===== src/qcam_pkg.sv =====
/*
 * Shared sizes, host addresses, quad bus opcodes and bundles for the
 * camera to QSPI SRAM bridge. Every RTL file refers to these by scoped name.
 */
package qcam_pkg;

	// ------------------------------------------------------------
	// Sizes and layout
	localparam int DATA_W    = 32;	// Host bus and buffer word
	localparam int BUF_WORDS = 16;	// Words per buffer and per burst
	localparam int BUF_AW    = 4;	// Buffer index width
	localparam int ADR_W     = 7;	// Host word address

	localparam logic [BUF_AW-1:0] LAST_WORD = BUF_AW'(BUF_WORDS - 1);

	// Host register map
	localparam logic [ADR_W-1:0] ADR_CTRL      = 7'h00;
	localparam logic [ADR_W-1:0] ADR_STATUS    = 7'h01;
	localparam logic [ADR_W-1:0] ADR_RDBK_BASE = 7'h40;	// Readback word i at base + i

	// ------------------------------------------------------------
	// Quad bus framing
	localparam logic [23:0] START_ADDR       = 24'h00_0000;
	localparam int          ADDR_NIBBLES     = 6;
	localparam int          WAIT_CYCLES      = 6;	// Read turnaround
	localparam int          NIBBLES_PER_WORD = 8;

	typedef enum logic [7:0] {
		OP_WRITE = 8'h38,	// Quad write
		OP_READ  = 8'hEB	// Quad fast read
	} qspi_op_e;

	typedef enum logic [2:0] {
		S_IDLE, S_CMD, S_ADDR, S_WAIT, S_DATA, S_DONE
	} seq_state_e;

	typedef enum logic [1:0] {
		MODE_IDLE  = 2'd0,
		MODE_READ  = 2'd1,
		MODE_WRITE = 2'd2
	} xfer_mode_e;

	// ------------------------------------------------------------
	// Bundles
	typedef struct packed {
		logic              cyc;
		logic              stb;
		logic              we;
		logic [ADR_W-1:0]  adr;
		logic [DATA_W-1:0] dat;
	} wb_req_t;

	typedef struct packed {
		logic load_cmd;		// Opcode into shift register
		logic load_addr;	// Start address into shift register
		logic load_word;	// Capture buffer word into shift register
		logic shift_out;
		logic shift_in;
	} shift_ctl_t;

	typedef struct packed {
		logic       start;	// One cycle pulse
		xfer_mode_e mode;
	} xfer_req_t;

	typedef struct packed {
		logic busy;
		logic done;
	} xfer_stat_t;

endpackage


===== src/cam_packer.sv =====
/*
 * Packs qualified camera bytes into big-endian words and writes each
 * finished word into the capture buffer at the running word count.
 */
`timescale 1ns/1ps

module cam_packer (
	input  logic                          WBs_CLK_i,
	input  logic                          WBs_RST_i,
	input  logic                          cam_vsync_i,
	input  logic                          cam_href_i,
	input  logic [7:0]                    cam_dat_i,
	output logic                          wr_en_o,
	output logic [qcam_pkg::BUF_AW-1:0]   wr_addr_o,
	output logic [qcam_pkg::DATA_W-1:0]   wr_data_o,
	output logic [qcam_pkg::BUF_AW-1:0]   word_count_o
);

	logic                        take;	// Byte qualifier
	logic [1:0]                  byte_phase;
	logic [23:0]                 stage_q;	// First three bytes of a word
	logic [qcam_pkg::BUF_AW-1:0] count_q;

	assign take = cam_vsync_i & cam_href_i;	// Both syncs high

	// Control state
	always_ff @(posedge WBs_CLK_i or posedge WBs_RST_i) begin
		if (WBs_RST_i) begin
			byte_phase <= 2'd0;
			count_q    <= '0;
			wr_en_o    <= 1'b0;
		end else begin
			wr_en_o <= take & (byte_phase == 2'd3);	// Fourth byte seen
			if (take)
				byte_phase <= byte_phase + 1'b1;
			if (wr_en_o)
				count_q <= count_q + 1'b1;	// Wraps at BUF_WORDS
		end
	end

	// Byte staging and word assembly
	always_ff @(posedge WBs_CLK_i) begin
		if (take) begin
			if (byte_phase == 2'd3)
				wr_data_o <= {stage_q, cam_dat_i};	// First byte lands in 31:24
			else
				stage_q <= {stage_q[15:0], cam_dat_i};
		end
	end

	assign wr_addr_o    = count_q;	// Write at current count
	assign word_count_o = count_q;

endmodule


===== src/qcam_top.sv =====
/*
 * Camera to QSPI SRAM bridge top level. Connects the camera packer, the
 * capture and readback buffers, the quad datapath, the burst sequencer
 * and the host register port. Single clock domain.
 */
`timescale 1ns/1ps

module qcam_top (
	input  logic                         WBs_CLK_i,
	input  logic                         WBs_RST_i,
	// Host port
	input  logic                         wbs_cyc_i,
	input  logic                         wbs_stb_i,
	input  logic                         wbs_we_i,
	input  logic [qcam_pkg::ADR_W-1:0]   wbs_adr_i,
	input  logic [qcam_pkg::DATA_W-1:0]  wbs_dat_i,
	output logic [qcam_pkg::DATA_W-1:0]  wbs_dat_o,
	output logic                         wbs_ack_o,
	// Camera
	input  logic                         cam_vsync_i,
	input  logic                         cam_href_i,
	input  logic [7:0]                   cam_dat_i,
	// Quad SRAM
	input  logic [3:0]                   quad_in_i,
	output logic [3:0]                   quad_out_o,
	output logic                         quad_oe_o,
	output logic                         quad_ncs_o
);

	qcam_pkg::wb_req_t           wb_req;
	qcam_pkg::xfer_req_t         xfer;
	qcam_pkg::xfer_stat_t        stat;
	qcam_pkg::shift_ctl_t        shift_ctl;
	qcam_pkg::qspi_op_e          op;

	logic                        cap_wr_en;	// Camera side
	logic [qcam_pkg::BUF_AW-1:0] cap_wr_addr;
	logic [qcam_pkg::DATA_W-1:0] cap_wr_data;
	logic [qcam_pkg::BUF_AW-1:0] word_count;
	logic [qcam_pkg::BUF_AW-1:0] cap_rd_addr;	// Quad side
	logic [qcam_pkg::DATA_W-1:0] cap_rd_data;
	logic                        rdbk_wr_en;
	logic [qcam_pkg::BUF_AW-1:0] rdbk_wr_addr;
	logic [qcam_pkg::DATA_W-1:0] rdbk_wr_data;
	logic [qcam_pkg::BUF_AW-1:0] rdbk_rd_addr;	// Host side
	logic [qcam_pkg::DATA_W-1:0] rdbk_rd_data;

	assign wb_req = '{cyc: wbs_cyc_i, stb: wbs_stb_i, we: wbs_we_i,
	                  adr: wbs_adr_i, dat: wbs_dat_i};

	// ------------------------------------------------------------
	// Capture path
	cam_packer u_packer (
		.WBs_CLK_i   (WBs_CLK_i),   .WBs_RST_i (WBs_RST_i),
		.cam_vsync_i (cam_vsync_i), .cam_href_i (cam_href_i), .cam_dat_i (cam_dat_i),
		.wr_en_o     (cap_wr_en),   .wr_addr_o (cap_wr_addr), .wr_data_o (cap_wr_data),
		.word_count_o(word_count)
	);

	word_buffer u_capture (
		.WBs_CLK_i (WBs_CLK_i),
		.wr_en_i   (cap_wr_en),   .wr_addr_i (cap_wr_addr), .wr_data_i (cap_wr_data),
		.rd_addr_i (cap_rd_addr), .rd_data_o (cap_rd_data)
	);

	// ------------------------------------------------------------
	// Quad bus
	quad_shifter u_shifter (
		.WBs_CLK_i (WBs_CLK_i), .WBs_RST_i (WBs_RST_i),
		.ctl_i     (shift_ctl), .op_i      (op),        .word_i (cap_rd_data),
		.quad_in_i (quad_in_i), .quad_out_o(quad_out_o), .word_o (rdbk_wr_data)
	);

	qspi_sequencer u_sequencer (
		.WBs_CLK_i     (WBs_CLK_i),   .WBs_RST_i (WBs_RST_i),
		.req_i         (xfer),        .stat_o    (stat),
		.shift_o       (shift_ctl),   .op_o      (op),
		.cap_rd_addr_o (cap_rd_addr),
		.rdbk_wr_en_o  (rdbk_wr_en),  .rdbk_wr_addr_o (rdbk_wr_addr),
		.quad_oe_o     (quad_oe_o),   .quad_ncs_o     (quad_ncs_o)
	);

	word_buffer u_readback (
		.WBs_CLK_i (WBs_CLK_i),
		.wr_en_i   (rdbk_wr_en),   .wr_addr_i (rdbk_wr_addr), .wr_data_i (rdbk_wr_data),
		.rd_addr_i (rdbk_rd_addr), .rd_data_o (rdbk_rd_data)
	);

	// ------------------------------------------------------------
	// Host registers
	wb_regs u_regs (
		.WBs_CLK_i    (WBs_CLK_i),    .WBs_RST_i (WBs_RST_i),
		.req_i        (wb_req),       .ack_o     (wbs_ack_o), .dat_o (wbs_dat_o),
		.xfer_o       (xfer),         .stat_i    (stat),
		.word_count_i (word_count),
		.rdbk_addr_o  (rdbk_rd_addr), .rdbk_data_i (rdbk_rd_data)
	);

endmodule


===== src/qspi_sequencer.sv =====
/*
 * Burst controller for the quad bus. Runs command, address, optional wait
 * and data phases, steers the shifter, reads capture words one cycle ahead
 * and writes each received word into the readback buffer.
 */
`timescale 1ns/1ps

module qspi_sequencer (
	input  logic                        WBs_CLK_i,
	input  logic                        WBs_RST_i,
	input  qcam_pkg::xfer_req_t         req_i,
	output qcam_pkg::xfer_stat_t        stat_o,
	output qcam_pkg::shift_ctl_t        shift_o,
	output qcam_pkg::qspi_op_e          op_o,
	output logic [qcam_pkg::BUF_AW-1:0] cap_rd_addr_o,
	output logic                        rdbk_wr_en_o,
	output logic [qcam_pkg::BUF_AW-1:0] rdbk_wr_addr_o,
	output logic                        quad_oe_o,
	output logic                        quad_ncs_o
);

	qcam_pkg::seq_state_e        state;
	qcam_pkg::qspi_op_e          op_q;	// Direction of current burst
	logic [2:0]                  phase;	// Bit, nibble or wait cycle
	logic [qcam_pkg::BUF_AW-1:0] word_idx;	// Word in flight
	logic                        is_write;
	logic                        cmd_last;
	logic                        addr_last;
	logic                        wait_last;
	logic                        nib_last;

	assign is_write  = (op_q == qcam_pkg::OP_WRITE);
	assign cmd_last  = (phase == 3'($bits(qcam_pkg::qspi_op_e) - 1));
	assign addr_last = (phase == 3'(qcam_pkg::ADDR_NIBBLES - 1));
	assign wait_last = (phase == 3'(qcam_pkg::WAIT_CYCLES - 1));
	assign nib_last  = (phase == 3'(qcam_pkg::NIBBLES_PER_WORD - 1));

	// Opcode picked from the requested mode, latched at start
	assign op_o = (req_i.mode == qcam_pkg::MODE_WRITE) ? qcam_pkg::OP_WRITE
	                                                   : qcam_pkg::OP_READ;

	// Next capture word is addressed while the current one shifts
	assign cap_rd_addr_o = (state == qcam_pkg::S_DATA) ? word_idx + 1'b1 : '0;

	// ------------------------------------------------------------
	// Shifter commands
	always_comb begin
		shift_o = '0;
		case (state)
			qcam_pkg::S_IDLE, qcam_pkg::S_DONE: begin
				shift_o.load_cmd = req_i.start;	// Same edge as chip select falls
			end
			qcam_pkg::S_CMD: begin
				shift_o.load_addr = cmd_last;
				shift_o.shift_out = ~cmd_last;
			end
			qcam_pkg::S_ADDR: begin
				shift_o.load_word = addr_last & is_write;	// Word 0 follows address
				shift_o.shift_out = ~shift_o.load_word;	// Read drains to zero
			end
			qcam_pkg::S_DATA: begin
				shift_o.load_word = is_write & nib_last & (word_idx != qcam_pkg::LAST_WORD);
				shift_o.shift_out = is_write & ~shift_o.load_word;
				shift_o.shift_in  = ~is_write;	// Sample at end of each data cycle
			end
			default: ;
		endcase
	end

	// ------------------------------------------------------------
	// Burst FSM
	always_ff @(posedge WBs_CLK_i or posedge WBs_RST_i) begin
		if (WBs_RST_i) begin
			state          <= qcam_pkg::S_IDLE;
			op_q           <= qcam_pkg::OP_READ;
			phase          <= 3'd0;
			word_idx       <= '0;
			stat_o         <= '0;
			rdbk_wr_en_o   <= 1'b0;
			rdbk_wr_addr_o <= '0;
			quad_oe_o      <= 1'b1;	// Bus driven when idle
			quad_ncs_o     <= 1'b1;
		end else begin
			rdbk_wr_en_o <= 1'b0;
			case (state)
				qcam_pkg::S_IDLE, qcam_pkg::S_DONE: begin
					state <= qcam_pkg::S_IDLE;
					if (req_i.start) begin
						state       <= qcam_pkg::S_CMD;
						op_q        <= op_o;
						phase       <= 3'd0;
						word_idx    <= '0;
						stat_o      <= '{busy: 1'b1, done: 1'b0};
						quad_ncs_o  <= 1'b0;	// Select for whole burst
					end
				end
				qcam_pkg::S_CMD: begin
					phase <= phase + 1'b1;	// Wraps to 0 after bit 0
					if (cmd_last)
						state <= qcam_pkg::S_ADDR;
				end
				qcam_pkg::S_ADDR: begin
					phase <= phase + 1'b1;
					if (addr_last) begin
						phase <= 3'd0;
						if (is_write) begin
							state <= qcam_pkg::S_DATA;
						end else begin
							state     <= qcam_pkg::S_WAIT;
							quad_oe_o <= 1'b0;	// Release bus for turnaround
						end
					end
				end
				qcam_pkg::S_WAIT: begin
					phase <= phase + 1'b1;
					if (wait_last) begin
						phase <= 3'd0;
						state <= qcam_pkg::S_DATA;
					end
				end
				qcam_pkg::S_DATA: begin
					phase <= phase + 1'b1;	// Eight nibbles, wraps per word
					if (nib_last) begin
						rdbk_wr_en_o   <= ~is_write;	// Word complete in shifter
						rdbk_wr_addr_o <= word_idx;
						word_idx       <= word_idx + 1'b1;
						if (word_idx == qcam_pkg::LAST_WORD) begin
							state      <= qcam_pkg::S_DONE;
							stat_o     <= '{busy: 1'b0, done: 1'b1};
							quad_ncs_o <= 1'b1;
							quad_oe_o  <= 1'b1;
						end
					end
				end
				default: state <= qcam_pkg::S_IDLE;
			endcase
		end
	end

endmodule


===== src/quad_shifter.sv =====
/*
 * Quad bus datapath. Shifts the opcode out one bit per cycle on line 0,
 * then address and data one nibble per cycle, high nibble first.
 * Incoming nibbles are collected into a word for the readback buffer.
 */
`timescale 1ns/1ps

module quad_shifter (
	input  logic                        WBs_CLK_i,
	input  logic                        WBs_RST_i,
	input  qcam_pkg::shift_ctl_t        ctl_i,
	input  qcam_pkg::qspi_op_e          op_i,
	input  logic [qcam_pkg::DATA_W-1:0] word_i,	// From capture buffer
	input  logic [3:0]                  quad_in_i,
	output logic [3:0]                  quad_out_o,
	output logic [qcam_pkg::DATA_W-1:0] word_o	// To readback buffer
);

	logic [qcam_pkg::DATA_W-1:0] sreg;	// Outgoing shift register
	logic                        bit_mode;	// Single-line command phase
	logic [qcam_pkg::DATA_W-1:0] cap_q;	// Incoming nibbles

	// ------------------------------------------------------------
	// Outgoing path
	always_ff @(posedge WBs_CLK_i or posedge WBs_RST_i) begin
		if (WBs_RST_i) begin
			sreg     <= '0;
			bit_mode <= 1'b0;
		end else if (ctl_i.load_cmd) begin
			sreg     <= {op_i, {(qcam_pkg::DATA_W - 8){1'b0}}};	// Opcode MSB at top
			bit_mode <= 1'b1;
		end else if (ctl_i.load_addr) begin
			sreg     <= {qcam_pkg::START_ADDR, {(qcam_pkg::DATA_W - 24){1'b0}}};
			bit_mode <= 1'b0;
		end else if (ctl_i.load_word) begin
			sreg <= word_i;
		end else if (ctl_i.shift_out) begin
			if (bit_mode)
				sreg <= {sreg[qcam_pkg::DATA_W-2:0], 1'b0};	// Next command bit
			else
				sreg <= {sreg[qcam_pkg::DATA_W-5:0], 4'h0};	// Next nibble
		end
	end

	// Command bit on line 0 only, nibbles on all four lines
	assign quad_out_o = bit_mode ? {3'b000, sreg[qcam_pkg::DATA_W-1]}
	                             : sreg[qcam_pkg::DATA_W-1 -: 4];

	// ------------------------------------------------------------
	// Incoming path
	always_ff @(posedge WBs_CLK_i) begin
		if (ctl_i.shift_in)
			cap_q <= {cap_q[qcam_pkg::DATA_W-5:0], quad_in_i};	// First nibble ends in 31:28
	end

	assign word_o = cap_q;

endmodule


===== src/wb_regs.sv =====
/*
 * Host register port. Registered acknowledge, control register with
 * transfer start, status register and the readback buffer window.
 */
`timescale 1ns/1ps

module wb_regs (
	input  logic                        WBs_CLK_i,
	input  logic                        WBs_RST_i,
	input  qcam_pkg::wb_req_t           req_i,
	output logic                        ack_o,
	output logic [qcam_pkg::DATA_W-1:0] dat_o,
	output qcam_pkg::xfer_req_t         xfer_o,
	input  qcam_pkg::xfer_stat_t        stat_i,
	input  logic [qcam_pkg::BUF_AW-1:0] word_count_i,
	output logic [qcam_pkg::BUF_AW-1:0] rdbk_addr_o,
	input  logic [qcam_pkg::DATA_W-1:0] rdbk_data_i
);

	logic                 access;
	logic                 ctrl_wr;
	logic                 mode_ok;
	logic                 in_rdbk;
	qcam_pkg::xfer_mode_e wr_mode;
	qcam_pkg::xfer_mode_e mode_q;
	logic                 start_q;

	assign access  = req_i.cyc & req_i.stb;
	assign ctrl_wr = access & req_i.we & ack_o & (req_i.adr == qcam_pkg::ADR_CTRL);
	assign wr_mode = qcam_pkg::xfer_mode_e'(req_i.dat[1:0]);
	assign mode_ok = (wr_mode == qcam_pkg::MODE_READ) | (wr_mode == qcam_pkg::MODE_WRITE);

	// ------------------------------------------------------------
	// Acknowledge and control register
	always_ff @(posedge WBs_CLK_i or posedge WBs_RST_i) begin
		if (WBs_RST_i) begin
			ack_o   <= 1'b0;
			mode_q  <= qcam_pkg::MODE_IDLE;
			start_q <= 1'b0;
		end else begin
			ack_o   <= access & ~ack_o;	// One cycle pulse, low gap after
			start_q <= ctrl_wr & mode_ok & ~stat_i.busy;
			if (ctrl_wr & ~stat_i.busy)	// Ignored mid-burst
				mode_q <= wr_mode;
		end
	end

	assign xfer_o = '{start: start_q, mode: mode_q};

	// ------------------------------------------------------------
	// Read response, valid during ack
	assign in_rdbk = (req_i.adr[qcam_pkg::ADR_W-1:qcam_pkg::BUF_AW] ==
	                  qcam_pkg::ADR_RDBK_BASE[qcam_pkg::ADR_W-1:qcam_pkg::BUF_AW]);
	assign rdbk_addr_o = req_i.adr[qcam_pkg::BUF_AW-1:0];	// Buffer read lands in ack cycle

	always_comb begin
		if (in_rdbk)
			dat_o = rdbk_data_i;
		else if (req_i.adr == qcam_pkg::ADR_STATUS)
			dat_o = {{(qcam_pkg::DATA_W - qcam_pkg::BUF_AW - 2){1'b0}},
			         stat_i.done, stat_i.busy, word_count_i};	// Done 5, busy 4, count 3:0
		else if (req_i.adr == qcam_pkg::ADR_CTRL)
			dat_o = {{(qcam_pkg::DATA_W - 2){1'b0}}, mode_q};
		else
			dat_o = '0;	// Unmapped
	end

endmodule


===== src/word_buffer.sv =====
/*
 * Simple dual-port word memory with registered read, one cycle latency.
 * Instantiated for both the capture and the readback buffer.
 */
`timescale 1ns/1ps

module word_buffer (
	input  logic                        WBs_CLK_i,
	input  logic                        wr_en_i,
	input  logic [qcam_pkg::BUF_AW-1:0] wr_addr_i,
	input  logic [qcam_pkg::DATA_W-1:0] wr_data_i,
	input  logic [qcam_pkg::BUF_AW-1:0] rd_addr_i,
	output logic [qcam_pkg::DATA_W-1:0] rd_data_o
);

	logic [qcam_pkg::DATA_W-1:0] mem [qcam_pkg::BUF_WORDS];

	always_ff @(posedge WBs_CLK_i) begin
		if (wr_en_i)
			mem[wr_addr_i] <= wr_data_i;
		rd_data_o <= mem[rd_addr_i];	// Old data on same-address collision
	end

endmodule

===== config.mk =====
export PLATFORM = sky130hd
export DESIGN_NAME = qcam_top
export DESIGN_NICKNAME = d
export VERILOG_FILES = /design/src/qcam_pkg.sv /design/src/cam_packer.sv /design/src/qcam_top.sv /design/src/qspi_sequencer.sv /design/src/quad_shifter.sv /design/src/wb_regs.sv /design/src/word_buffer.sv
export SDC_FILE = /design/constraint.sdc
export NUM_CORES = 1
export LEC_CHECK = 0
export BUFFER_PORTS_ARGS = -buffer_cell sky130_fd_sc_hd__buf_2
export CORE_MARGIN = 8
export CORE_UTILIZATION = 56
export CTS_CLUSTER_SIZE = 14
export DETAILED_ROUTE_END_ITERATION = 8
export PLACE_DENSITY = 0.75
export SYNTH_ARGS = -nofsm -noshare
export SYNTH_HDL_FRONTEND = slang
export SYNTH_HIERARCHICAL = 1
export SYNTH_SLANG_ARGS = --single-unit

===== constraint.sdc =====
create_clock -name WBs_CLK_i -period 3.5 [get_ports WBs_CLK_i]
set_input_delay 0.7 -clock WBs_CLK_i [delete_from_list [all_inputs] [get_ports WBs_CLK_i]]
set_output_delay 0.7 -clock WBs_CLK_i [all_outputs]
set_load 0.1 [all_outputs]

=== Yosys cells after proc, flatten, opt, wreduce, memory -nomap -nowiden ===
Memories as Yosys holds them, arrays and structs flattened. A register that Yosys moved wholly into a read port is not among the register bits.
Cells that the tools add are included.

* Add/sub/neg operators: 4
* Multiply operators: 0
* Divide/modulo/power cells: 0
* Magnitude comparators: 0
* Equality and inequality tests: 23
* Shift operators: 0
* Multiplexer cells: 49
* Bitwise operators: 22
* Reduce and logical (&&, ||, !) cells: 19

{| class="wikitable"
|+ Operator list
! kind !! number
|-
| 2-to-1 mux 32 bit || 7
|-
| 2-to-1 mux 3 bit || 8
|-
| 2-to-1 mux 1 bit || 17
|-
| 2-to-1 mux 4 bit || 4
|-
| == test 3 bit (second input constant) || 5
|-
| case mux 3 bit (5 select lines) || 1
|-
| bitwise AND 1 bit || 14
|-
| != test 2 x 1 -> 1 bit (second input constant) || 5
|-
| AND reduction 2 bit || 5
|-
| AND reduction 5 bit || 2
|-
| case mux 3 bit (3 select lines) || 1
|-
| adder 4 x 1 -> 4 bit (second input constant) || 2
|-
| == test 8 x 6 -> 1 bit (second input constant) || 1
|-
| 2-to-1 mux 2 bit || 4
|-
| 2-to-1 mux 8 bit || 1
|-
| case mux 4 bit (2 select lines) || 1
|-
| == test 7 x 1 -> 1 bit (second input constant) || 1
|-
| zero test 7 bit || 1
|-
| inverter 1 bit || 7
|-
| == test 2 bit (second input constant) || 3
|-
| == test 3 x 2 -> 1 bit (second input constant) || 2
|-
| case mux 1 bit (2 select lines) || 3
|-
| nonzero test 2 bit || 3
|-
| OR reduction 2 bit || 3
|-
| 15 further kinds || 16
|}

* Bits in registers: 159
* Latch bits: 0
* Memory bits (writable): 1024
* ROM bits: 0
* Bits of input ports: 58
* Output and inout bits: 39
* Word-level logic and storage cells: 140
* Memories kept: 2

{| class="wikitable"
|+ Memory list
! name !! words !! width !! rd ports !! clocked after Yosys merged registers in !! wr ports !! RTL line !! RTL
|-
| u_capture.mem || 16 || 32 || 1 || 1 || 1 || word_buffer.sv:16 || <nowiki>logic [qcam_pkg::DATA_W-1:0] mem [qcam_pkg::BUF_WORDS];</nowiki>
|-
| u_readback.mem || 16 || 32 || 1 || 1 || 1 || word_buffer.sv:16 ||
|}

=== Longest topological paths before layout ===
Gate-level depths: netlist of the first run.

* Depth in word-level cells: 10
* Gate-level depth with buffers: 10
* Gate-level depth less buffers: 8

=== Hierarchy ===
Netlist of the first run, hierarchy kept.

{| class="wikitable"
|+ Modules (own cells, without submodules)
! module !! instances !! cells each !! area an instance (um^2) !! seq. area each (um^2)
|-
| word_buffer || 2 || 838 || 19835.3 || 16015.4
|-
| quad_shifter || 1 || 224 || 2961.6 || 1786.7
|-
| cam_packer || 1 || 81 || 2004.4 || 1856.8
|-
| qspi_sequencer || 1 || 122 || 1172.4 || 529.3
|-
| wb_regs || 1 || 64 || 510.5 || 100.1
|}

=== Worst setup path after synthesis of the first run ===
No wires, ideal clock.

* Path kind: register -> register
* Start point: reg u_packer.count_q, in the netlist u_packer/word_count_o[2]
* End point: mem u_capture/mem[0][0] (netlist name) (enable)
* Library setup time: 0.461 ns
* Arrival: 3.253 ns
* Required time: 3.039 ns
* Slack: -0.214 ns
* Stages on the path, launching flop included: 4
* Path buffers: 1
* Clock period less this slack: 3.714 ns
* Cell sequence: dfrtp_1 -> buf_4 -> or3b_2 -> nor3_1

{| class="wikitable"
|+ RTL lines
! element !! RTL line !! RTL
|-
| start: declaration || cam_packer.sv:22 || <nowiki>logic [qcam_pkg::BUF_AW-1:0] count_q;</nowiki>
|-
| start signal: assignment || cam_packer.sv:37 || <nowiki>count_q <= count_q + 1'b1;</nowiki>
|-
| end: declaration || word_buffer.sv:16 ||
|}

No word-level cell before the write port.

=== Final worst setup path of the first run ===
* Start point: reg u_shifter.bit_mode
* End point: out quad_out_o[0]

* Cells in the longest elaborated chain, start to end: 1

{| class="wikitable"
|+ RTL lines
! element !! RTL line !! RTL
|-
| start: declaration || quad_shifter.sv:20 || <nowiki>logic bit_mode;</nowiki>
|-
| start signal: assignment || quad_shifter.sv:28 || <nowiki>bit_mode <= 1'b0;</nowiki>
|-
| start signal: assignment || quad_shifter.sv:31 || <nowiki>bit_mode <= 1'b1;</nowiki>
|-
| start signal: assignment || quad_shifter.sv:34 || <nowiki>bit_mode <= 1'b0;</nowiki>
|-
| 2-to-1 mux 4 bit || quad_shifter.sv:46 || <nowiki>assign quad_out_o = bit_mode ? {3'b000, sreg[qcam_pkg::DATA_W-1]}</nowiki>
|-
| end: declaration || qcam_top.sv:25 || <nowiki>output logic [3:0] quad_out_o,</nowiki>
|}

No other way between the ends.

==> results of run 1 <==
worst paths after layout:
path	start	end	slack, ps	depth (start not counted)
setup / recovery	u_shifter/bit_mode$_DFFE_PP0P_	quad_out_o[0]	600	3
hold / removal	cam_dat_i[2]	u_packer/stage_q[2]$_DFFE_PP_	200	1
setup reg to reg	u_sequencer/state[1]$_DFFE_PP0P_	u_capture/rd_data_o[2]$_DFF_P_	710	8
hold reg to reg	u_packer/stage_q[16]$_DFFE_PP_	u_packer/wr_data_o[24]$_DFFE_PP_	410	0
max in group asynchronous	WBs_RST_i	u_sequencer/phase[1]$_DFFE_PP0P_	2210	3
min in group asynchronous	WBs_RST_i	u_regs/ack_o$_DFF_PP0_	500	3
sequential cells by signal, indices dropped and copies added, names as in the netlist:
register and count:
u_capture/mem 512, u_readback/mem 512, u_capture/rd_data_o 32, u_packer/wr_data_o 32
u_readback/rd_data_o 32, u_shifter/sreg 32, u_shifter/word_o 32, u_packer/stage_q 24
u_packer/word_count_o 4, u_sequencer/rdbk_wr_addr_o 4, u_sequencer/word_idx 4, u_sequencer/phase 3
u_sequencer/state 3, u_packer/byte_phase 2, u_regs/mode_q 2, u_sequencer/op_q 2
u_sequencer/stat_o 2, u_packer/wr_en_o 1, u_regs/ack_o 1, u_regs/start_q 1
u_sequencer/quad_ncs_o 1, u_sequencer/quad_oe_o 1, u_sequencer/rdbk_wr_en_o 1, u_shifter/bit_mode 1
synthesized netlist by cell type (all sizes together), types with 6 or more instances:
master / instances / area share
a21oi: 8 / 0.00095
a22o: 9 / 0.0017
a22oi: 131 / 0.021
and3: 28 / 0.0038
buf: 85 / 0.011
clkbuf: 40 / 0.0032
dfrtp: 62 / 0.033
dfxtp: 64 / 0.028
edfxtp: 1112 / 0.72
ha: 6 / 0.0016
inv: 10 / 0.00081
mux2: 37 / 0.0094
mux2i: 30 / 0.0065
mux4: 256 / 0.12
nand2: 119 / 0.0099
nand2b: 10 / 0.0014
nand3: 7 / 0.00076
nor2: 46 / 0.0037
nor2b: 11 / 0.0015
nor3: 11 / 0.0014
o21ai: 32 / 0.0035
o221ai: 8 / 0.0015
power breakdown:
part	switching, mW	internal (mW)	total (mW)	leakage [nW]
Clock	5.37	6.67	12.0	1.81
Combinational	0.634	0.329	0.963	3.73
Sequential	0.278	16.3	16.6	11.4
Total	6.29	23.4	29.6	17.0
metrics by stage:
step                instances  hold slack (ps)  setup WS, ps  instance area (sq um)
floorplan                2168            400.3         9.526                  46330
global placement         3260            411.0         745.3                  48460
detailed placement       3260            412.0         696.8                  48460
CTS                      3477            166.9         556.9                  52180
global route             3477            185.3         498.1                  52180
finish                   3477            204.3         597.0                  52180
cells by family (layout without fill, tap and decap cells):
| group | after synthesis | in the layout | share of synthesized area |
|---|---|---|---|
| and+or+nand+nor | 253 | 253 | 0.02666 |
| adders and majority gates | 6 | 6 | 0.001621 |
| xor gates and xnor gates | 6 | 6 | 0.001135 |
| DFF | 1241 | 1241 | 0.7838 |
| other | 2 | 3 | 0.0001621 |
| AOI/OAI and AO/OA | 201 | 201 | 0.03098 |
| buffers and inverters | 135 | 374 | 0.01532 |
| muxes | 323 | 323 | 0.1404 |
what timing repair did:
| action | in CTS | in global routing |
|---|---|---|
| hold endpoints to repair | 11 | 0 |
| buffers inserted | 0 | 0 |
| resized for setup | 0 | 0 |
| hold buffers | 1 | 0 |
| setup endpoints to repair | 0 | 0 |
area by class of cell:
| class | count | area (sq um) | share of cell area |
|---|---|---|---|
| repair buffers | 148 | 1160 | 0.02223 |
| clock inverters | 53 | 491.7 | 0.009424 |
| flip-flops and latches | 1241 | 36300 | 0.6958 |
| inverters | 10 | 40.04 | 0.0007674 |
| well taps | 1070 | 1339 | 0.02566 |
| clock buffers | 163 | 3218 | 0.06168 |
| multi-input cells | 792 | 9624 | 0.1845 |
per-layer routing:
| metal | vias to the layer above | global-route usage |
|---|---|---|
| li1 | 9201 | - |
| met1 | 11680 | 0.3076 |
| met2 | 1176 | 0.3415 |
| met3 | 153 | 0.03894 |
| met4 | 2 | 0.05255 |
| met5 | - | 0 |
==> out/metrics.yaml, run 1 <==
global_route:
  grt_pass1_vias: 22960
  grt_max_degree: 129
  grt_first_pass_wirelength_mm: 149.5
  grt-ovfl-total: 0
  grt_antenna_before_repair: 1
  track_usage: 0.2134
final_layout:
  antenna_cells: 0
  nFillCells: 5227
  layout_commonest_cell: "edfxtp_1"
  fin_nets: 2371
  drive_gt1_frac: 0.2651
  final_util: 0.6365
  final_cell_mix: "1112 x edfxtp_1, 256 x mux4_2, 131 x a22oi_1, 117 x nand2_1, 115 x clkbuf_16"
  syn2layout_area_growth_pct: 12.64
route:
  drt-total-wl_mm: 99.24
  met2_length_mm: 47.98
  met1_length_mm: 39.68
  wl_met3_mm: 9.623
  drc: 0
  num_vias: 22210
  top_layer: "met5"
  drt_iter0_markers: 2783
  postRouteAntennaNets: 0
  dr.pass1.iters: 5
  wl_per_cell_um: 28.54
  viasPerCell: 6.389
sta:
  setup_viol: 0
  slew_violations: 0
  rsz0062_at_grt: "false"
  skew_ps: 69.49
  relSlewSlack: 0.3972
  tightest_slew_ps: 904.2
  period_share: 0.8294
  hold_viol: 0
  setup_tns_ps: 0
  fin_crit_ps: 2903
  timing.fmax_mhz: 344.5
synth:
  synth_edf_count: 1112
  ys_types: 57
  yosysWarnings: 6
  synth_cells: 2167
  avgSynthCellArea_sq_um: 21.37
  synth_area_sq_um: 46320
  synth-seq-cells: 1241
  synth_ff_type: "edfxtp_1"
  synth-async-reset-ratio: 0.05238
  ys_seq_area_frac: 0.7838
power:
  vdd_drop_max_uv: 442.4
  power.density_nw_per_um2: 568.0
  p_total_mw: 29.64
  p_leak_nw: 16.96
worst_setup_path:
  path_delay_family: "buffers and inverters"
  criticalPathCategory: "reg2out"
  slowest_stage: "buf_4"
  start_kind: "flip-flop"
  slowest_delay_ps: 420
  worstPathRequired_ps: 2800
  end_kind: "output pin"
  critPathBufInv: 2
  cp_max_fo: 32
  arrival_ps: 2200
  crit_chain: "buf_4 > mux2_1 > buf_2"
outcome:
  outcome: "finished clean"
cts:
  root_buffer: "clkbuf_16"
  clk_pin_slew_worst_paths_ps: 60
  clk_latency_ps: 720
  cts.sinks: 1241
  htreeDepth: 3
  cts_tree: "built"
  numCtsBuffers: 114
  clock_path_buffers: 3
floorplan:
  die_x_um: 303.6
  dieArea_sq_um: 92170
  core_area_sq_um: 81980
  die_h_um: 303.6
  io_pins: 97
  fp-row-count: 105
  initial_core_util: 0.5650
placement:
  port_buffers: 66
  dpl.hpwl_mm: 52.76
  place.gp.congestion: 0.7695
min_path:
  hp-class: "in2reg"
run:
  max_cap_viol_count: 0
Note: power is estimated with default switching activity, not from simulation.
==> run 2, diff against run 1 <==
==> constraint.sdc (replaced) <==
create_clock -name WBs_CLK_i -period 2.6 [get_ports WBs_CLK_i]
set_input_delay 0.52 -clock WBs_CLK_i [delete_from_list [all_inputs] [get_ports WBs_CLK_i]]
set_output_delay 0.52 -clock WBs_CLK_i [all_outputs]
set_load 0.1 [all_outputs]
==> run 2 against run 1 <==
Compared with the run above: clock skew down 37 ps; clock-buffer cell count fell by 4; total power grew 36%; first-iteration DRC count increased by 1.4%; global-route usage grew 0.80 points; via count up 1.7%; critical path type is now reg2reg; sequential share of layout area is 1.8 points lower; cell count rose by 1.0%; sequential power up 35%; cell area increased by 2.6%; critical endpoint is now u_capture/rd_data_o[16]$_DFF_P_; non-clock buffer count grew 37; combinational power grew 45%; highest routed layer unchanged.
==> out/metrics.yaml, run 2 (same netlist as run 1, synthesis figures left out) <==
sta:
  tightest_slew_ps: 976.2
  fin_ws_ps: 100.6
  fin_crit_ps: 2499
  timing.fmax_mhz: 400.1
  slew_violations: 0
  rsz0062_at_grt: "false"
  setup_viol: 0
  relSlewSlack: 0.3477
  hold_viol: 0
  skew_ps: 32.01
  period_share: 0.9613
worst_setup_path:
  worstPathRequired_ps: 3140
  end_kind: "flip-flop"
  criticalPathCategory: "reg2reg"
  start_kind: "flip-flop"
  cp_max_fo: 18
  arrival_ps: 3040
global_route:
  grt-ovfl-total: 0
  track_usage: 0.2214
  grt_max_degree: 64
  grt_pass1_vias: 23420
  grt_first_pass_wirelength_mm: 152.7
  grt_antenna_before_repair: 2
power:
  p_leak_nw: 17.33
  power.density_nw_per_um2: 754.3
  p_total_mw: 40.38
  vdd_drop_max_uv: 584.5
final_layout:
  nFillCells: 4998
  layout_commonest_cell: "edfxtp_1"
  reg.largest.list: "u_capture/mem x512, u_readback/mem x512"
  drive_gt1_frac: 0.2747
  fin_nets: 2408
  syn2layout_area_growth_pct: 15.58
  final_util: 0.6530
  seqCellArea_sq_um: 36310
  multi_input_area_sq_um: 9661
  antenna_cells: 0
  final_cells: 3513
  final_cell_mix: "1112 x edfxtp_1, 256 x mux4_2, 131 x a22oi_1, 117 x nand2_1, 116 x clkbuf_16"
route:
  wl_per_cell_um: 29.79
  drt_iter0_markers: 2821
  drt-total-wl_mm: 104.7
  dr.pass1.iters: 5
  num_vias: 22590
  viasPerCell: 6.429
  drc: 0
  postRouteAntennaNets: 0
cts:
  cts.sinks: 1241
  clock_path_buffers: 3
  root_buffer: "clkbuf_16"
  numCtsBuffers: 114
  clk_latency_ps: 690
  cts_tree: "built"
  htreeDepth: 3
  clk_pin_slew_worst_paths_ps: 70
floorplan:
  io_pins: 97
  die_x_um: 303.6
  die_h_um: 303.6
  fp-row-count: 105
  dieArea_sq_um: 92170
  initial_core_util: 0.5650
  core_area_sq_um: 81980
placement:
  place_ws_ps: 193.3
  port_buffers: 66
  dp.cells: 3289
  place.gp.congestion: 0.7666
  dpl.hpwl_mm: 52.14
run:
  max_cap_viol_count: 0
min_path:
  hp-class: "in2reg"
outcome:
  outcome: "finished clean"
==> run 2: cell types whose count changed in the layout (fill, tap and decap cells not counted), sizes merged <==
| cell | change |
|---|---|
| buf | +30 |
| bufinv | +5 |
| clkbuf | -3 |
| clkinv | -9 |
| clkinvlp | +4 |
| dlygate4sd3 | +6 |
| inv | +3 |
==> run 2: metrics by stage <==
stage / cell area, sq um / hold slack, ps / setup TNS [ps]
floorplan: 46380 / 286.1 / -7256
global placement: 49690 / 409.0 / 0
detailed placement: 49690 / 412.0 / 0
CTS: 53500 / 1.653 / 0
global route: 53540 / 11.48 / 0
finish: 53540 / 34.58 / 0
==> run 2: final timing paths <==
kind | to | slack, ps | from | cells past startpoint
setup / recovery | u_capture/rd_data_o[16]$_DFF_P_ | 100 | u_sequencer/state[0]$_DFFE_PP0P_ | 8
max in group asynchronous | u_sequencer/stat_o[1]$_DFFE_PP0P_ | 1520 | WBs_RST_i | 3
setup reg to reg | u_capture/rd_data_o[16]$_DFF_P_ | 100 | u_sequencer/state[0]$_DFFE_PP0P_ | 8
min in group asynchronous | u_regs/mode_q[1]$_DFFE_PP0P_ | 310 | WBs_RST_i | 3
hold / removal | u_packer/stage_q[6]$_DFFE_PP_ | 30 | cam_dat_i[6] | 1
hold reg to reg | u_packer/wr_data_o[26]$_DFFE_PP_ | 420 | u_packer/stage_q[18]$_DFFE_PP_ | 0
==> run 2: cell type report <==
type | count | area share
inverters | 10 | 0.0007479
multi-input cells | 792 | 0.1805
repair buffers | 185 | 0.04583
flip-flops and latches | 1241 | 0.6782
clock buffers | 159 | 0.05890
well taps | 1070 | 0.02501
clock inverters | 56 | 0.01089
==> run 2: worst max-delay path, stage by stage, from the launching register on <==
cell and delay, ps:
dfrtp_1 390, nor2_1 170, nand2_1 180, nor2_4 180, buf_12 240, buf_12 230, mux4_2 520, a22oi_1 260
nand2_1 140
==> run 2: power breakdown <==
group / total (mW) / internal [mW] / leakage, nW / switching [mW]
logic: 1.40 / 0.529 / 4.11 / 0.870
clock network: 16.6 / 9.32 / 1.81 / 7.24
registers: 22.4 / 22.0 / 11.4 / 0.423
total: 40.4 / 31.9 / 17.3 / 8.53
==> run 2: metal layers <==
layer,vias to the layer above,part of all wire,global-route usage
met5,-,0.00012,0
met4,2,0.023,0.06441
met3,176,0.11,0.04951
met2,1309,0.49,0.3567
met1,11820,0.38,0.3061
li1,9277,-,-
==> run 2: timing repair <==
item                                    4_1_cts  5_1_grt
endpoints found under the hold margin        53        0
setup buffers                                 0        1
gates cloned                                  0        1
pin swaps                                     0        2
gates resized for setup                       2        0
endpoints found under the setup margin        2        4
hold buffers                                  7        0
==> run 3, diff against run 2 <==
--- a/config.mk
+++ b/config.mk
@@ -5,12 +5,13 @@
 export SDC_FILE = /design/constraint.sdc
 export NUM_CORES = 1
 export LEC_CHECK = 0
+export ABC_AREA = 1
 export BUFFER_PORTS_ARGS = -buffer_cell sky130_fd_sc_hd__buf_2
 export CORE_MARGIN = 8
-export CORE_UTILIZATION = 56
+export CORE_UTILIZATION = 57
 export CTS_CLUSTER_SIZE = 14
 export DETAILED_ROUTE_END_ITERATION = 8
-export PLACE_DENSITY = 0.75
+export PLACE_DENSITY = 0.76
 export SYNTH_ARGS = -nofsm -noshare
 export SYNTH_HDL_FRONTEND = slang
 export SYNTH_HIERARCHICAL = 1
==> run 3 against run 2 <==
Compared with the run above: cell count is 79% higher; maximum frequency is 3.2% higher; sequential cell count stayed put; first-iteration DRC count is 62% higher; global-route usage is 1.9 points higher; synthesized cell count is 130% higher.
==> out/metrics.yaml, run 3 <==
route:
  drt_iter0_markers: 4560
  viasPerCell: 5.561
  wl_per_cell_um: 19.96
  dr.pass1.iters: 6
  postRouteAntennaNets: 0
  drt-total-wl_mm: 125.3
  num_vias: 34910
  drc: 0
sta:
  setup_tns_ps: 0
  hold_viol: 0
  slew_violations: 0
  fin_crit_ps: 2423
  fin_ws_ps: 177.1
  setup_viol: 0
  tightest_slew_ps: 991.8
  relSlewSlack: 0.3381
  rsz0062_at_grt: "false"
  skew_ps: 27.23
  period_share: 0.9319
  holdWs_ps: 37.47
  timing.fmax_mhz: 412.7
floorplan:
  io_pins: 97
  fp-row-count: 111
  initial_core_util: 0.5736
  core_area_sq_um: 91520
  dieArea_sq_um: 102100
  die_h_um: 319.5
  die_x_um: 319.5
synth:
  synth_edf_count: 1112
  synth_top_cell_area_share: 0.6360
  synthTopCellsByArea: "edfxtp_1 64%, nand2_1 11%, nand3_1 7.9%, inv_1 6.1%, dfrtp_1 3.0%"
  synth_ff_type: "edfxtp_1"
  ys_seq_area_frac: 0.6915
  synthSimpleGateAreaFrac: 0.2045
  synth.area.mux_share: 0
  synth_cells: 4937
  synth_fa_ha_area_frac: 0.001430
  synth_top_cell_by_area: "edfxtp_1"
  synth_top_family_by_area: "simple AND/OR/NAND/NOR gates"
  synth_compound_area_frac: 0.007173
  synth-seq-cells: 1241
  yosysMostFrequentCell: "nand2_1"
  synth-async-reset-ratio: 0.05238
  ys_types: 38
  avgSynthCellArea_sq_um: 10.63
  synth-xor-area-share: 0.0006673
  synth_area_sq_um: 52500
  synthTopCellsByCount: "1545 x nand2_1, 1112 x edfxtp_1, 851 x inv_1, 825 x nand3_1, 95 x nor2_1"
  yosysWarnings: 6
cts:
  clock_path_buffers: 3
  numCtsBuffers: 117
  clk_pin_slew_worst_paths_ps: 60
  cts.sinks: 1241
  root_buffer: "clkbuf_16"
  htreeDepth: 3
  cts_setup_buffers: 0
  clk_latency_ps: 690
  cts_tree: "built"
final_layout:
  reg.largest.list: "u_capture/mem x512, u_readback/mem x512"
  layout_commonest_cell: "nand2_1"
  final_area_sq_um: 58600
  syn2layout_area_growth_pct: 11.61
  final_cells: 6277
  fin_nets: 5052
  final_util: 0.6402
  final_cell_mix: "1545 x nand2_1, 1112 x edfxtp_1, 849 x inv_1, 825 x nand3_1, 123 x clkbuf_16"
  drive_gt1_frac: 0.08525
  antenna_cells: 0
global_route:
  grt_first_pass_wirelength_mm: 191.4
  grt_pass1_vias: 34070
  grt_max_degree: 130
  grt-ovfl-total: 0
  track_usage: 0.2404
  grt_antenna_before_repair: 0
power:
  switching_share: 0.2437
  power.switching_mw: 10.68
  combPwrFrac: 0.090
  power.density_nw_per_um2: 748.1
  internal_power_mw: 33.15
  p_leak_nw: 24.79
  p_total_mw: 43.83
  vdd_drop_max_uv: 699.0
  pwr-share-seq: 0.528
  clockPowerShare: 0.382
worst_setup_path:
  worstPathRequired_ps: 3210
  arrival_ps: 3040
  end_kind: "flip-flop"
  criticalPathCategory: "reg2reg"
  start_kind: "flip-flop"
  cp_max_fo: 23
  reg2reg_slack_ps: 180
placement:
  port_buffers: 66
  place_ws_ps: 247.6
  place_area_sq_um: 54750
  dp.cells: 6050
  dpl.hpwl_mm: 67.00
  place.gp.congestion: 0.8552
min_path:
  hp-class: "in2reg"
outcome:
  outcome: "finished clean"
run:
  max_cap_viol_count: 0
[run 3: cell count changes after synthesis, sizes merged, moves of 20 or more]
cell / delta
nand2: +1433
inv: +853
mux2: -37
nor2: +77
o211ai: +20
and3: -28
nand3: +819
buf: +132
mux2i: -30
a22oi: -131
mux4: -256
[run 3: cell families after synthesis]
logic type	Yosys count
compound gates	63
flops	1241
buf+inv	1110
fa+ha+maj	6
other cells	2
simple gates	2511
xor+xnor	4
[run 3: worst max-delay path, cell delays in order (launching register included)]
cell and delay (ps):
dfrtp_1 430, inv_2 110, nand2_1 90, nand2_1 70, nand2_2 250, inv_1 250
inv_1 150, nand2_2 160, nor2_4 530, o211ai_1 190, nand2_1 110
[run 3: final timing paths]
check                                                    end                        startpoint  cells after the start
setup / recovery              u_shifter/sreg[13]$_DFFE_PP0P_  u_sequencer/state[2]$_DFFE_PP0P_                     10
setup reg to reg              u_shifter/sreg[13]$_DFFE_PP0P_  u_sequencer/state[2]$_DFFE_PP0P_                     10
min in group asynchronous             u_regs/ack_o$_DFF_PP0_                         WBs_RST_i                      3
hold / removal                 u_packer/stage_q[4]$_DFFE_PP_                      cam_dat_i[4]                      1
max in group asynchronous  u_sequencer/stat_o[0]$_DFFE_PP0P_                         WBs_RST_i                      3
hold reg to reg             u_packer/wr_data_o[30]$_DFFE_PP_    u_packer/stage_q[22]$_DFFE_PP_                      0
[run 3: metal layers]
| metal | track usage | wire length, um | up-vias |
|---|---|---|---|
| met3 | 0.04004 | 13810 | 338 |
| met2 | 0.3888 | 59100 | 2020 |
| li1 | - | - | 16020 |
| met4 | 0.09330 | 4218 | 0 |
| met5 | 0 | 0 | - |
| met1 | 0.3280 | 48150 | 16530 |
[run 3: final cells by class]
| type | instances | area (sq um) |
|---|---|---|
| clock buffers | 170 | 3374 |
| repair buffers | 178 | 2228 |
| multi-input cells | 2587 | 11520 |
| fillers | 6436 | 32930 |
| flip-flops and latches | 1241 | 36300 |
| clock inverters | 52 | 426.7 |
| inverters | 863 | 3262 |
| well taps | 1186 | 1484 |
[run 3: power by group through the flow]
stage	clock (mW)	combinational [mW]	sequential, mW
after global routing	17.7	4.31	23.2
after floorplan	0	2.99	23.2
after CTS	16.9	3.92	23.1
after detailed placement	0	3.88	23.5
after global placement	0	3.76	23.5
final	16.7	3.96	23.1
[run 3: timing repair]
item                      4_1_cts  5_1_grt
gates resized for setup         0        0
hold endpoints to repair       51        0
hold buffers                    5        0
